<file path="config.mk">
export PLATFORM = sky130hd
export DESIGN_NAME = mems_scan_top
export DESIGN_NICKNAME = d
export VERILOG_FILES = /design/src/source/mems_scan_pkg.sv /design/src/source/mems_apb_regs.sv /design/src/source/fast_axis_ramp.sv /design/src/source/slow_axis_ramp.sv /design/src/source/dac_frame_sequencer.sv /design/src/source/dac_spi_master.sv /design/src/source/mems_scan_top.sv
export SDC_FILE = /design/constraint.sdc
export NUM_CORES = 1
export LEC_CHECK = 0
export ABC_AREA = 1
export BUFFER_PORTS_ARGS = -buffer_cell sky130_fd_sc_hd__buf_2
export CORE_ASPECT_RATIO = 0.5
export CORE_MARGIN = 2
export CORE_UTILIZATION = 50
export DETAILED_ROUTE_END_ITERATION = 12
export HOLD_SLACK_MARGIN = 0.05
export PLACE_DENSITY = 0.72
export SYNTH_ARGS = -nofsm -noshare
export SYNTH_HDL_FRONTEND = slang
export SYNTH_HIERARCHICAL = 1
export SYNTH_SLANG_ARGS = --single-unit
</file>
<file path="constraint.sdc">
create_clock -name clk -period 5 [get_ports clk]
set_input_delay 1.25 -clock clk [delete_from_list [all_inputs] [get_ports clk]]
set_output_delay 1.25 -clock clk [all_outputs]
set_load 0.02 [all_outputs]
</file>
<file path="src/source/mems_scan_pkg.sv">
`default_nettype none

package mems_scan_pkg;

  // apb register offsets
  localparam logic [7:0] ADDR_CTRL     = 8'h00;
  localparam logic [7:0] ADDR_FAST_LIM = 8'h04;
  localparam logic [7:0] ADDR_SLOW_LIM = 8'h08;
  localparam logic [7:0] ADDR_STATUS   = 8'h0C;

  // dac command codes
  localparam logic [2:0] CMD_SOFT_RESET   = 3'b101;
  localparam logic [2:0] CMD_LDAC_SETUP   = 3'b110;
  localparam logic [2:0] CMD_WRITE_UPDATE = 3'b011;
  localparam logic [2:0] CMD_INT_REF      = 3'b111;

  localparam logic [15:0] SOFT_RESET_SETTING = 16'h0001;
  localparam logic [15:0] LDAC_SETTING       = 16'h000F; // ldac inactive on all four channels
  localparam logic [15:0] INT_REF_SETTING    = 16'h0001;

  // scan limits out of reset
  localparam logic [7:0] FAST_DOWN_RESET = 8'd34;
  localparam logic [7:0] FAST_UP_RESET   = 8'd154;
  localparam logic [7:0] SLOW_DOWN_RESET = 8'd34;
  localparam logic [7:0] SLOW_UP_RESET   = 8'd154;

  localparam logic [7:0] SPI_DIV       = 8'd2;  // clk cycles per sclk half period
  localparam logic [5:0] SPI_LAST_HALF = 6'd47; // 24 bits, two halves each

  // sequencer outer states
  localparam logic [1:0] ST_IDLE       = 2'd0;
  localparam logic [1:0] ST_SOFT_RESET = 2'd1;
  localparam logic [1:0] ST_LDAC_SETUP = 2'd2;
  localparam logic [1:0] ST_SCAN       = 2'd3;

  // sequencer inner states, A to D double as dac channel address
  localparam logic [2:0] CH_A   = 3'd0;
  localparam logic [2:0] CH_B   = 3'd1;
  localparam logic [2:0] CH_C   = 3'd2;
  localparam logic [2:0] CH_D   = 3'd3;
  localparam logic [2:0] CH_REF = 3'd4;

  // one 24-bit dac frame, either a channel write or a control command
  typedef union packed {
    struct packed {
      logic [1:0] dc;
      logic [2:0] cmd;
      logic [2:0] addr;
      logic [7:0] level;
      logic [7:0] pad; // low byte unused by an 8-bit dac
    } chan;
    struct packed {
      logic [1:0]  dc;
      logic [2:0]  cmd;
      logic [2:0]  addr;
      logic [15:0] setting;
    } ctrl;
  } dac_word_u;

endpackage

`default_nettype wire

</file>
<file path="src/source/mems_apb_regs.sv">
`timescale 1ns/1ps
`default_nettype none

module mems_apb_regs (
  input  logic        clk,
  input  logic        mems_soft_reset,
  input  logic        psel,
  input  logic        penable,
  input  logic        pwrite,
  input  logic [7:0]  paddr,
  input  logic [31:0] pwdata,
  input  logic        new_line,
  input  logic        new_frame,
  input  logic        spi_busy,
  output logic [31:0] prdata,
  output logic        pready,
  output logic        pslverr,
  output logic        enable,
  output logic        pause,
  output logic [7:0]  fast_down,
  output logic [7:0]  fast_up,
  output logic [7:0]  slow_down,
  output logic [7:0]  slow_up
);
  import mems_scan_pkg::*;

  logic access;
  logic wr_en;
  logic mapped;

  assign access = psel && penable;
  assign wr_en  = access && pwrite && mapped && (paddr != ADDR_STATUS);
  assign pready = 1'b1; // no wait states

  assign mapped = (paddr == ADDR_CTRL) || (paddr == ADDR_FAST_LIM) ||
                  (paddr == ADDR_SLOW_LIM) || (paddr == ADDR_STATUS);

  // status is read only
  assign pslverr = access && (!mapped || (pwrite && (paddr == ADDR_STATUS)));

  always_ff @(posedge clk) begin
    if (mems_soft_reset) begin
      enable    <= 1'b0;
      pause     <= 1'b0;
      fast_down <= FAST_DOWN_RESET;
      fast_up   <= FAST_UP_RESET;
      slow_down <= SLOW_DOWN_RESET;
      slow_up   <= SLOW_UP_RESET;
    end else if (wr_en) begin
      case (paddr)
        ADDR_CTRL: begin
          enable <= pwdata[0];
          pause  <= pwdata[1];
        end
        ADDR_FAST_LIM: begin
          fast_down <= pwdata[7:0];
          fast_up   <= pwdata[15:8];
        end
        ADDR_SLOW_LIM: begin
          slow_down <= pwdata[7:0];
          slow_up   <= pwdata[15:8];
        end
        default: ;
      endcase
    end
  end

  always_comb begin
    prdata = 32'd0;
    if (psel && !pwrite) begin
      case (paddr)
        ADDR_CTRL:     prdata = {30'd0, pause, enable};
        ADDR_FAST_LIM: prdata = {16'd0, fast_up, fast_down};
        ADDR_SLOW_LIM: prdata = {16'd0, slow_up, slow_down};
        ADDR_STATUS:   prdata = {29'd0, spi_busy, new_frame, new_line}; // live flags
        default:       prdata = 32'd0;
      endcase
    end
  end

  // every access phase follows a setup phase
  a_apb_phase: assert property (@(posedge clk) disable iff (mems_soft_reset)
    penable |-> psel && $past(psel && !penable));

endmodule

`default_nettype wire

</file>
<file path="src/source/fast_axis_ramp.sv">
`timescale 1ns/1ps
`default_nettype none

module fast_axis_ramp (
  input  logic       clk,
  input  logic       mems_soft_reset,
  input  logic       step,
  input  logic [7:0] down_limit,
  input  logic [7:0] up_limit,
  output logic [7:0] level_a,
  output logic [7:0] level_b,
  output logic       line_wrap
);
  import mems_scan_pkg::*;

  logic [7:0] level_a_q;
  logic       past_up;

  // A runs from down to up+1 before it reloads
  assign past_up = level_a_q > up_limit;

  assign line_wrap = step && past_up; // same cycle as the step
  assign level_a   = level_a_q;

  // mirror of A around the centre of the band
  assign level_b = down_limit + up_limit - level_a_q;

  always_ff @(posedge clk) begin
    if (mems_soft_reset) begin
      level_a_q <= FAST_DOWN_RESET;
    end else if (step) begin
      if (past_up) begin
        level_a_q <= down_limit; // start of next line
      end else begin
        level_a_q <= level_a_q + 8'd1;
      end
    end
  end

endmodule

`default_nettype wire

</file>
<file path="src/source/slow_axis_ramp.sv">
`timescale 1ns/1ps
`default_nettype none

module slow_axis_ramp (
  input  logic       clk,
  input  logic       mems_soft_reset,
  input  logic       step,
  input  logic [7:0] down_limit,
  input  logic [7:0] up_limit,
  output logic [7:0] level_c,
  output logic [7:0] level_d,
  output logic       frame_wrap
);
  import mems_scan_pkg::*;

  logic [7:0] level_c_q;
  logic       past_up;

  assign past_up = level_c_q > up_limit;

  // step is the line wrap, so a frame wrap lands on the same cycle
  assign frame_wrap = step && past_up;
  assign level_c    = level_c_q;
  assign level_d    = down_limit + up_limit - level_c_q; // mirrored C

  always_ff @(posedge clk) begin
    if (mems_soft_reset) begin
      level_c_q <= SLOW_DOWN_RESET;
    end else if (step) begin
      if (past_up) begin
        level_c_q <= down_limit;
      end else begin
        level_c_q <= level_c_q + 8'd1; // one step per line
      end
    end
  end

  // line wrap arrives as a single-cycle pulse
  a_step_pulse: assert property (@(posedge clk) disable iff (mems_soft_reset)
    step |=> !step);

endmodule

`default_nettype wire

</file>
<file path="src/source/dac_frame_sequencer.sv">
`timescale 1ns/1ps
`default_nettype none

module dac_frame_sequencer (
  input  logic        clk,
  input  logic        mems_soft_reset,
  input  logic        enable,
  input  logic        pause,
  input  logic        spi_busy,
  input  logic [7:0]  level_a,
  input  logic [7:0]  level_b,
  input  logic [7:0]  level_c,
  input  logic [7:0]  level_d,
  input  logic        line_wrap,
  input  logic        frame_wrap,
  input  logic        new_line_fifo_done,
  input  logic        new_frame_fifo_done,
  output logic        fast_step,
  output logic        spi_start,
  output logic [23:0] spi_word,
  output logic        new_line,
  output logic        new_frame
);
  import mems_scan_pkg::*;

  logic [1:0] state_q, state_d;
  logic [2:0] ch_q, ch_d;
  logic       start_q;
  logic       can_issue;
  logic       issue;
  logic [7:0] chan_level;
  logic [7:0] lvl_b_q, lvl_c_q, lvl_d_q; // point snapshot taken with A
  logic [23:0] word_q;
  logic       new_line_q, new_frame_q;
  dac_word_u  word_d;

  // busy only rises the cycle after a start
  assign can_issue = !spi_busy && !start_q;

  always_comb begin
    case (ch_q)
      CH_A:    chan_level = level_a;
      CH_B:    chan_level = lvl_b_q;
      CH_C:    chan_level = lvl_c_q;
      default: chan_level = lvl_d_q;
    endcase
  end

  always_comb begin
    state_d   = state_q;
    ch_d      = ch_q;
    issue     = 1'b0;
    fast_step = 1'b0;
    word_d    = '0;
    case (state_q)
      ST_IDLE: begin
        if (enable) state_d = ST_SOFT_RESET;
      end
      ST_SOFT_RESET: begin
        if (!enable) begin
          state_d = ST_IDLE;
        end else if (can_issue) begin
          issue               = 1'b1;
          word_d.ctrl.cmd     = CMD_SOFT_RESET;
          word_d.ctrl.setting = SOFT_RESET_SETTING;
          state_d             = ST_LDAC_SETUP;
        end
      end
      ST_LDAC_SETUP: begin
        if (!enable) begin
          state_d = ST_IDLE;
        end else if (can_issue) begin
          issue               = 1'b1;
          word_d.ctrl.cmd     = CMD_LDAC_SETUP;
          word_d.ctrl.setting = LDAC_SETTING;
          state_d             = ST_SCAN;
          ch_d                = CH_A;
        end
      end
      default: begin // ST_SCAN
        if (!enable) begin
          state_d = ST_IDLE; // word in flight still completes
        end else if (can_issue) begin
          if (ch_q == CH_REF) begin
            issue               = 1'b1;
            word_d.ctrl.cmd     = CMD_INT_REF;
            word_d.ctrl.setting = INT_REF_SETTING;
            ch_d                = CH_A;
          end else if (ch_q != CH_A || !pause) begin // pause only holds before A
            issue             = 1'b1;
            fast_step         = (ch_q == CH_A);
            word_d.chan.cmd   = CMD_WRITE_UPDATE;
            word_d.chan.addr  = ch_q;
            word_d.chan.level = chan_level;
            ch_d              = ch_q + 3'd1;
          end
        end
      end
    endcase
  end

  always_ff @(posedge clk) begin
    if (mems_soft_reset) begin
      state_q <= ST_IDLE;
      ch_q    <= CH_A;
      start_q <= 1'b0;
    end else begin
      state_q <= state_d;
      ch_q    <= ch_d;
      start_q <= issue;
    end
  end

  always_ff @(posedge clk) begin
    if (issue) word_q <= word_d;
    if (fast_step) begin
      lvl_b_q <= level_b; // pre-step values, so B and D mirror the A word
      lvl_c_q <= level_c;
      lvl_d_q <= level_d;
    end
  end

  // sticky flags, a set beats a clear
  always_ff @(posedge clk) begin
    if (mems_soft_reset) begin
      new_line_q  <= 1'b0;
      new_frame_q <= 1'b0;
    end else begin
      if (line_wrap && !frame_wrap) new_line_q <= 1'b1;
      else if (new_line_fifo_done)  new_line_q <= 1'b0;
      if (frame_wrap)               new_frame_q <= 1'b1;
      else if (new_frame_fifo_done) new_frame_q <= 1'b0;
    end
  end

  assign spi_start = start_q;
  assign spi_word  = word_q;
  assign new_line  = new_line_q;
  assign new_frame = new_frame_q;

  // the spi master must be idle at a start and answer with busy
  a_start_idle: assert property (@(posedge clk) disable iff (mems_soft_reset)
    spi_start |-> !spi_busy ##1 spi_busy);

endmodule

`default_nettype wire

</file>
<file path="src/source/dac_spi_master.sv">
`timescale 1ns/1ps
`default_nettype none

module dac_spi_master (
  input  logic        clk,
  input  logic        mems_soft_reset,
  input  logic        start,
  input  logic [23:0] word,
  output logic        sclk,
  output logic        mosi,
  output logic        cs_n,
  output logic        busy
);
  import mems_scan_pkg::*;

  logic [23:0] shift_q;
  logic [7:0]  div_cnt_q;
  logic [5:0]  half_cnt_q;
  logic        half_done;

  assign half_done = (div_cnt_q == SPI_DIV - 8'd1);

  // mode 1 framing, sclk idles low and mosi moves on the rising edge
  // so the dac samples each bit on the falling edge
  always_ff @(posedge clk) begin
    if (mems_soft_reset) begin
      sclk       <= 1'b0;
      mosi       <= 1'b0;
      cs_n       <= 1'b1;
      busy       <= 1'b0;
      div_cnt_q  <= 8'd0;
      half_cnt_q <= 6'd0;
    end else if (!busy) begin
      if (start) begin
        busy       <= 1'b1;
        cs_n       <= 1'b0;
        div_cnt_q  <= 8'd0;
        half_cnt_q <= 6'd0;
      end
    end else if (cs_n) begin
      busy <= 1'b0; // one tail cycle after cs_n rises
    end else if (half_done) begin
      div_cnt_q <= 8'd0;
      sclk      <= ~sclk;
      if (!sclk) begin
        mosi <= shift_q[23]; // msb first
      end
      if (half_cnt_q == SPI_LAST_HALF) begin
        cs_n       <= 1'b1; // last falling edge closes the frame
        half_cnt_q <= 6'd0;
      end else begin
        half_cnt_q <= half_cnt_q + 6'd1;
      end
    end else begin
      div_cnt_q <= div_cnt_q + 8'd1;
    end
  end

  // payload shifter
  always_ff @(posedge clk) begin
    if (!busy && start) begin
      shift_q <= word;
    end else if (busy && !cs_n && half_done && !sclk) begin
      shift_q <= {shift_q[22:0], 1'b0};
    end
  end

endmodule

`default_nettype wire

</file>
<file path="src/source/mems_scan_top.sv">
`timescale 1ns/1ps
`default_nettype none

module mems_scan_top (
  input  logic        clk,
  input  logic        mems_soft_reset,
  input  logic        psel,
  input  logic        penable,
  input  logic        pwrite,
  input  logic [7:0]  paddr,
  input  logic [31:0] pwdata,
  output logic [31:0] prdata,
  output logic        pready,
  output logic        pslverr,
  output logic        sclk,
  output logic        mosi,
  output logic        cs_n,
  input  logic        new_line_fifo_done,
  input  logic        new_frame_fifo_done,
  output logic        new_line,
  output logic        new_frame
);

  logic        enable, pause;
  logic [7:0]  fast_down, fast_up;
  logic [7:0]  slow_down, slow_up;
  logic [7:0]  level_a, level_b, level_c, level_d;
  logic        fast_step, line_wrap, frame_wrap;
  logic        spi_start, spi_busy;
  logic [23:0] spi_word;

  mems_apb_regs mems_apb_regs_inst (
    .clk(clk), .mems_soft_reset(mems_soft_reset),
    .psel(psel), .penable(penable), .pwrite(pwrite),
    .paddr(paddr), .pwdata(pwdata),
    .new_line(new_line), .new_frame(new_frame), .spi_busy(spi_busy),
    .prdata(prdata), .pready(pready), .pslverr(pslverr),
    .enable(enable), .pause(pause),
    .fast_down(fast_down), .fast_up(fast_up),
    .slow_down(slow_down), .slow_up(slow_up)
  );

  fast_axis_ramp fast_axis_ramp_inst (
    .clk(clk), .mems_soft_reset(mems_soft_reset), .step(fast_step),
    .down_limit(fast_down), .up_limit(fast_up),
    .level_a(level_a), .level_b(level_b), .line_wrap(line_wrap)
  );

  // slow axis advances once per line
  slow_axis_ramp slow_axis_ramp_inst (
    .clk(clk), .mems_soft_reset(mems_soft_reset), .step(line_wrap),
    .down_limit(slow_down), .up_limit(slow_up),
    .level_c(level_c), .level_d(level_d), .frame_wrap(frame_wrap)
  );

  dac_frame_sequencer dac_frame_sequencer_inst (
    .clk(clk), .mems_soft_reset(mems_soft_reset),
    .enable(enable), .pause(pause), .spi_busy(spi_busy),
    .level_a(level_a), .level_b(level_b), .level_c(level_c), .level_d(level_d),
    .line_wrap(line_wrap), .frame_wrap(frame_wrap),
    .new_line_fifo_done(new_line_fifo_done), .new_frame_fifo_done(new_frame_fifo_done),
    .fast_step(fast_step), .spi_start(spi_start), .spi_word(spi_word),
    .new_line(new_line), .new_frame(new_frame)
  );

  dac_spi_master dac_spi_master_inst (
    .clk(clk), .mems_soft_reset(mems_soft_reset),
    .start(spi_start), .word(spi_word),
    .sclk(sclk), .mosi(mosi), .cs_n(cs_n), .busy(spi_busy)
  );

endmodule

`default_nettype wire

</file>
==> flow_metrics.py <==
metrics = {
    "clock_network": {
        "cts_buffers": 17,
        "cts_tree": "yes",
        "cts_resized": 0,
        "cts.path.max_buffers": 2,
        "hold_buffers": 0,
        "path_clk_slew_ns": 0.06,
        "clock_sinks": 139,
        "htreeDepth": 4,
        "root_buffer": "clkbuf_16",
        "post_cts_buffers": 0,
        "clock_latency_ns": 0.41,
    },
    "timing": {
        "final.setup.worst_slack_ns": 1.17,
        "max_freq_mhz": 261,
        "slew_headroom_pct": 35.3,
        "post-route-period-util_pct": 76.7,
        "report.final.setup_viol": 0,
        "hold_viol": 0,
        "fin_crit_ns": 3.83,
        "tns_ns": 0,
        "slew_violations": 0,
        "tightest_slew_ns": 0.965,
        "rsz0062_at_grt": "no",
        "finClkSkew_ns": 0.00874,
    },
    "finish": {
        "final_cell_count_no_fill": 1440,
        "drive_gt1_share_pct": 14.8,
        "nets": 1299,
        "nFillCells": 1606,
        "layout_common_cells": "nand2_1, inv_1, nor2_1",
        "area_growth_pct": 9.91,
        "layout_commonest_cell": "nand2_1",
        "antenna_cells": 0,
    },
    "placement": {
        "gp_congestion": 0.900,
        "place_inst": 1408,
        "io_buffers": 52,
        "dp_slack_ns": 1.16,
        "dp_hpwl_mm": 14.5,
    },
    "synthesis": {
        "ys_types": 47,
        "seq_area_frac_synth_pct": 38.6,
        "netlist_area_sq_mm": 0.00884,
        "ys_warn_count": 6,
        "yosysTopAreaCell": "edfxtp_1",
        "yosys_register_bits": 139,
        "dominantRegCellSynth": "dfxtp_1",
        "synthArstFlopShare_pct": 0,
        "avgSynthCellArea_sq_um": 7.73,
        "synth_edf_count": 63,
        "yosys-top-cells-area": "edfxtp_1, dfxtp_1, nand2_1",
        "syn-instance-count": 1143,
        "yosys.area.top_type_share_pct": 21.4,
    },
    "critical_path": {
        "r2r_slack_ns": 1.93,
        "cp.required_ns": 3.75,
        "cp-start-kind": "input pin",
        "path_max_fanout": 15,
        "critPathArrivalTime_ns": 2.58,
        "cp-end-kind": "primary output",
        "path_class": "in2out",
    },
    "floorplan": {
        "ios": 86,
        "die-area_sq_mm": 0.0188,
        "dieWidth_microns": 192,
        "start_util_pct": 50.9,
        "num_rows": 34,
        "core-area_sq_mm": 0.0174,
        "fp.dieH_microns": 98.0,
    },
    "detailed_routing": {
        "wl_mm": 19.2,
        "drc": 0,
        "vias_per_cell": 4.91,
        "ant_nets": 0,
        "drt-wirelength-per-cell_microns": 13.3,
        "drtIter0Drc": 554,
        "dr.pass1.iters": 6,
        "vias": 7069,
    },
    "global_routing": {
        "grtUsageTotal_pct": 21.2,
        "grt_first_pass_wirelength_mm": 31.5,
        "grt_use_met3_pct": 4.10,
        "use_met1_pct": 29.8,
        "grt_antenna_before_repair": 0,
        "grtUsageMet2_pct": 34.0,
        "grt-busiest-layer": "met2",
        "gr-total-overflow": 0,
        "grt_max_degree": 35,
        "grt_pass1_vias": 6493,
    },
    "pwr": {
        "power_density_mw_per_mm2": 252,
        "vdd_drop_max_v": 0.000195,
        "power_leakage_nw": 4.50,
    },
    "worst_hold_path": {
        "hp-class": "reg2reg",
    },
    "job": {
        "cap_violations": 0,
    },
    "run_status": {
        "status": "complete, no violations",
    },
}
==> critical path: stages <==
cell     delay (ns)
buf_2          0.12
nor2_4         0.17
nand3_1        0.14
nor2_4         0.34
inv_1          0.15
nor2_1         0.11
nor2_1         0.05
nor2_1         0.07
buf_2          0.17
==> cell families (layout without fill, tap and decap cells) <==
group	count (synthesis)	count (layout)	synth area share (%)
fa+ha+maj	59	59	9.54
flops	139	139	38.6
compound gates	75	75	4.94
xor+xnor	29	29	2.87
simple gates	612	612	32.1
other cells	3	23	0.127
buf+inv	226	269	11.8
==> routing by layer <==
metal	share of wire [%]	vias to the layer above	wire, microns
met1	48	3254	9160
met5	0	-	0
met4	0.87	0	167
li1	-	3619	-
met2	46	180	8780
met3	5.5	16	1050
==> power breakdown <==
| group | internal (W) | leakage [nW] | switching [W] |
|---|---|---|---|
| Clock | 0.000655 | 0.265 | 0.000540 |
| Combinational | 0.0000194 | 3.05 | 0.0000532 |
| Sequential | 0.00118 | 1.19 | 0.00000136 |
| Total | 0.00185 | 4.50 | 0.000595 |
==> through the flow <==
stage	total power (W)	util [%]	hold slack, ns	cell area [sq um]
after floorplan	0.00126	-	0.447	8910
after global placement	0.00128	52.8	0.457	9160
after detailed placement	0.00128	52.8	0.467	9160
after CTS	0.00247	56.0	0.475	9710
after global routing	0.00253	56.0	0.492	9710
final	0.00245	56.0	0.473	9710
==> worst paths after layout <==
kind / endpoint / from / cells after the start
max: prdata[2] / paddr[1] / 9
min reg2reg: dac_spi_master_inst/sclk$_SDFFE_PP0P_ / dac_spi_master_inst/sclk$_SDFFE_PP0P_ / 2
max reg2reg: slow_axis_ramp_inst/level_c[6]$_SDFFE_PP0P_ / dac_frame_sequencer_inst/ch_q[0]$_SDFFE_PP0P_ / 12
min: dac_spi_master_inst/sclk$_SDFFE_PP0P_ / dac_spi_master_inst/sclk$_SDFFE_PP0P_ / 2
==> final cells by class <==
cell class                      count  area, sq um  area share (%)
Clock buffer                       17          425            4.38
Clock inverter                     15          131            1.35
Inverter                          182          703            7.24
Multi-Input combinational cell    798         4470            46.0
Sequential cell                   139         3410            35.1
Tap cell                          234          293            3.01
Timing Repair Buffer               55          283            2.91
==> cell usage after synthesis, types with 14 or more instances <==
cell type / number
buf_4: 31
nor2_2: 18
nand2_2: 14
nand2_1: 321
inv_1: 166
ha_1: 45
o21ai_0: 27
edfxtp_1: 63
xor2_1: 16
dfxtp_1: 76
nand3_1: 65
nor2_1: 141
a21oi_1: 34
fa_1: 14
==> flip-flops by register name (all words and copies together) (netlist names), 2 cells and up <==
register,count
dac_frame_sequencer_inst/ch_q,3
dac_frame_sequencer_inst/lvl_b_q,8
dac_frame_sequencer_inst/lvl_c_q,8
dac_frame_sequencer_inst/lvl_d_q,8
dac_frame_sequencer_inst/spi_word,15
dac_frame_sequencer_inst/state_q,2
dac_spi_master_inst/div_cnt_q,8
dac_spi_master_inst/half_cnt_q,6
dac_spi_master_inst/shift_q,24
fast_axis_ramp_inst/level_a,8
mems_apb_regs_inst/fast_down,8
mems_apb_regs_inst/fast_up,8
mems_apb_regs_inst/slow_down,8
mems_apb_regs_inst/slow_up,8
slow_axis_ramp_inst/level_c,8
(Power assumes the default switching activity.)
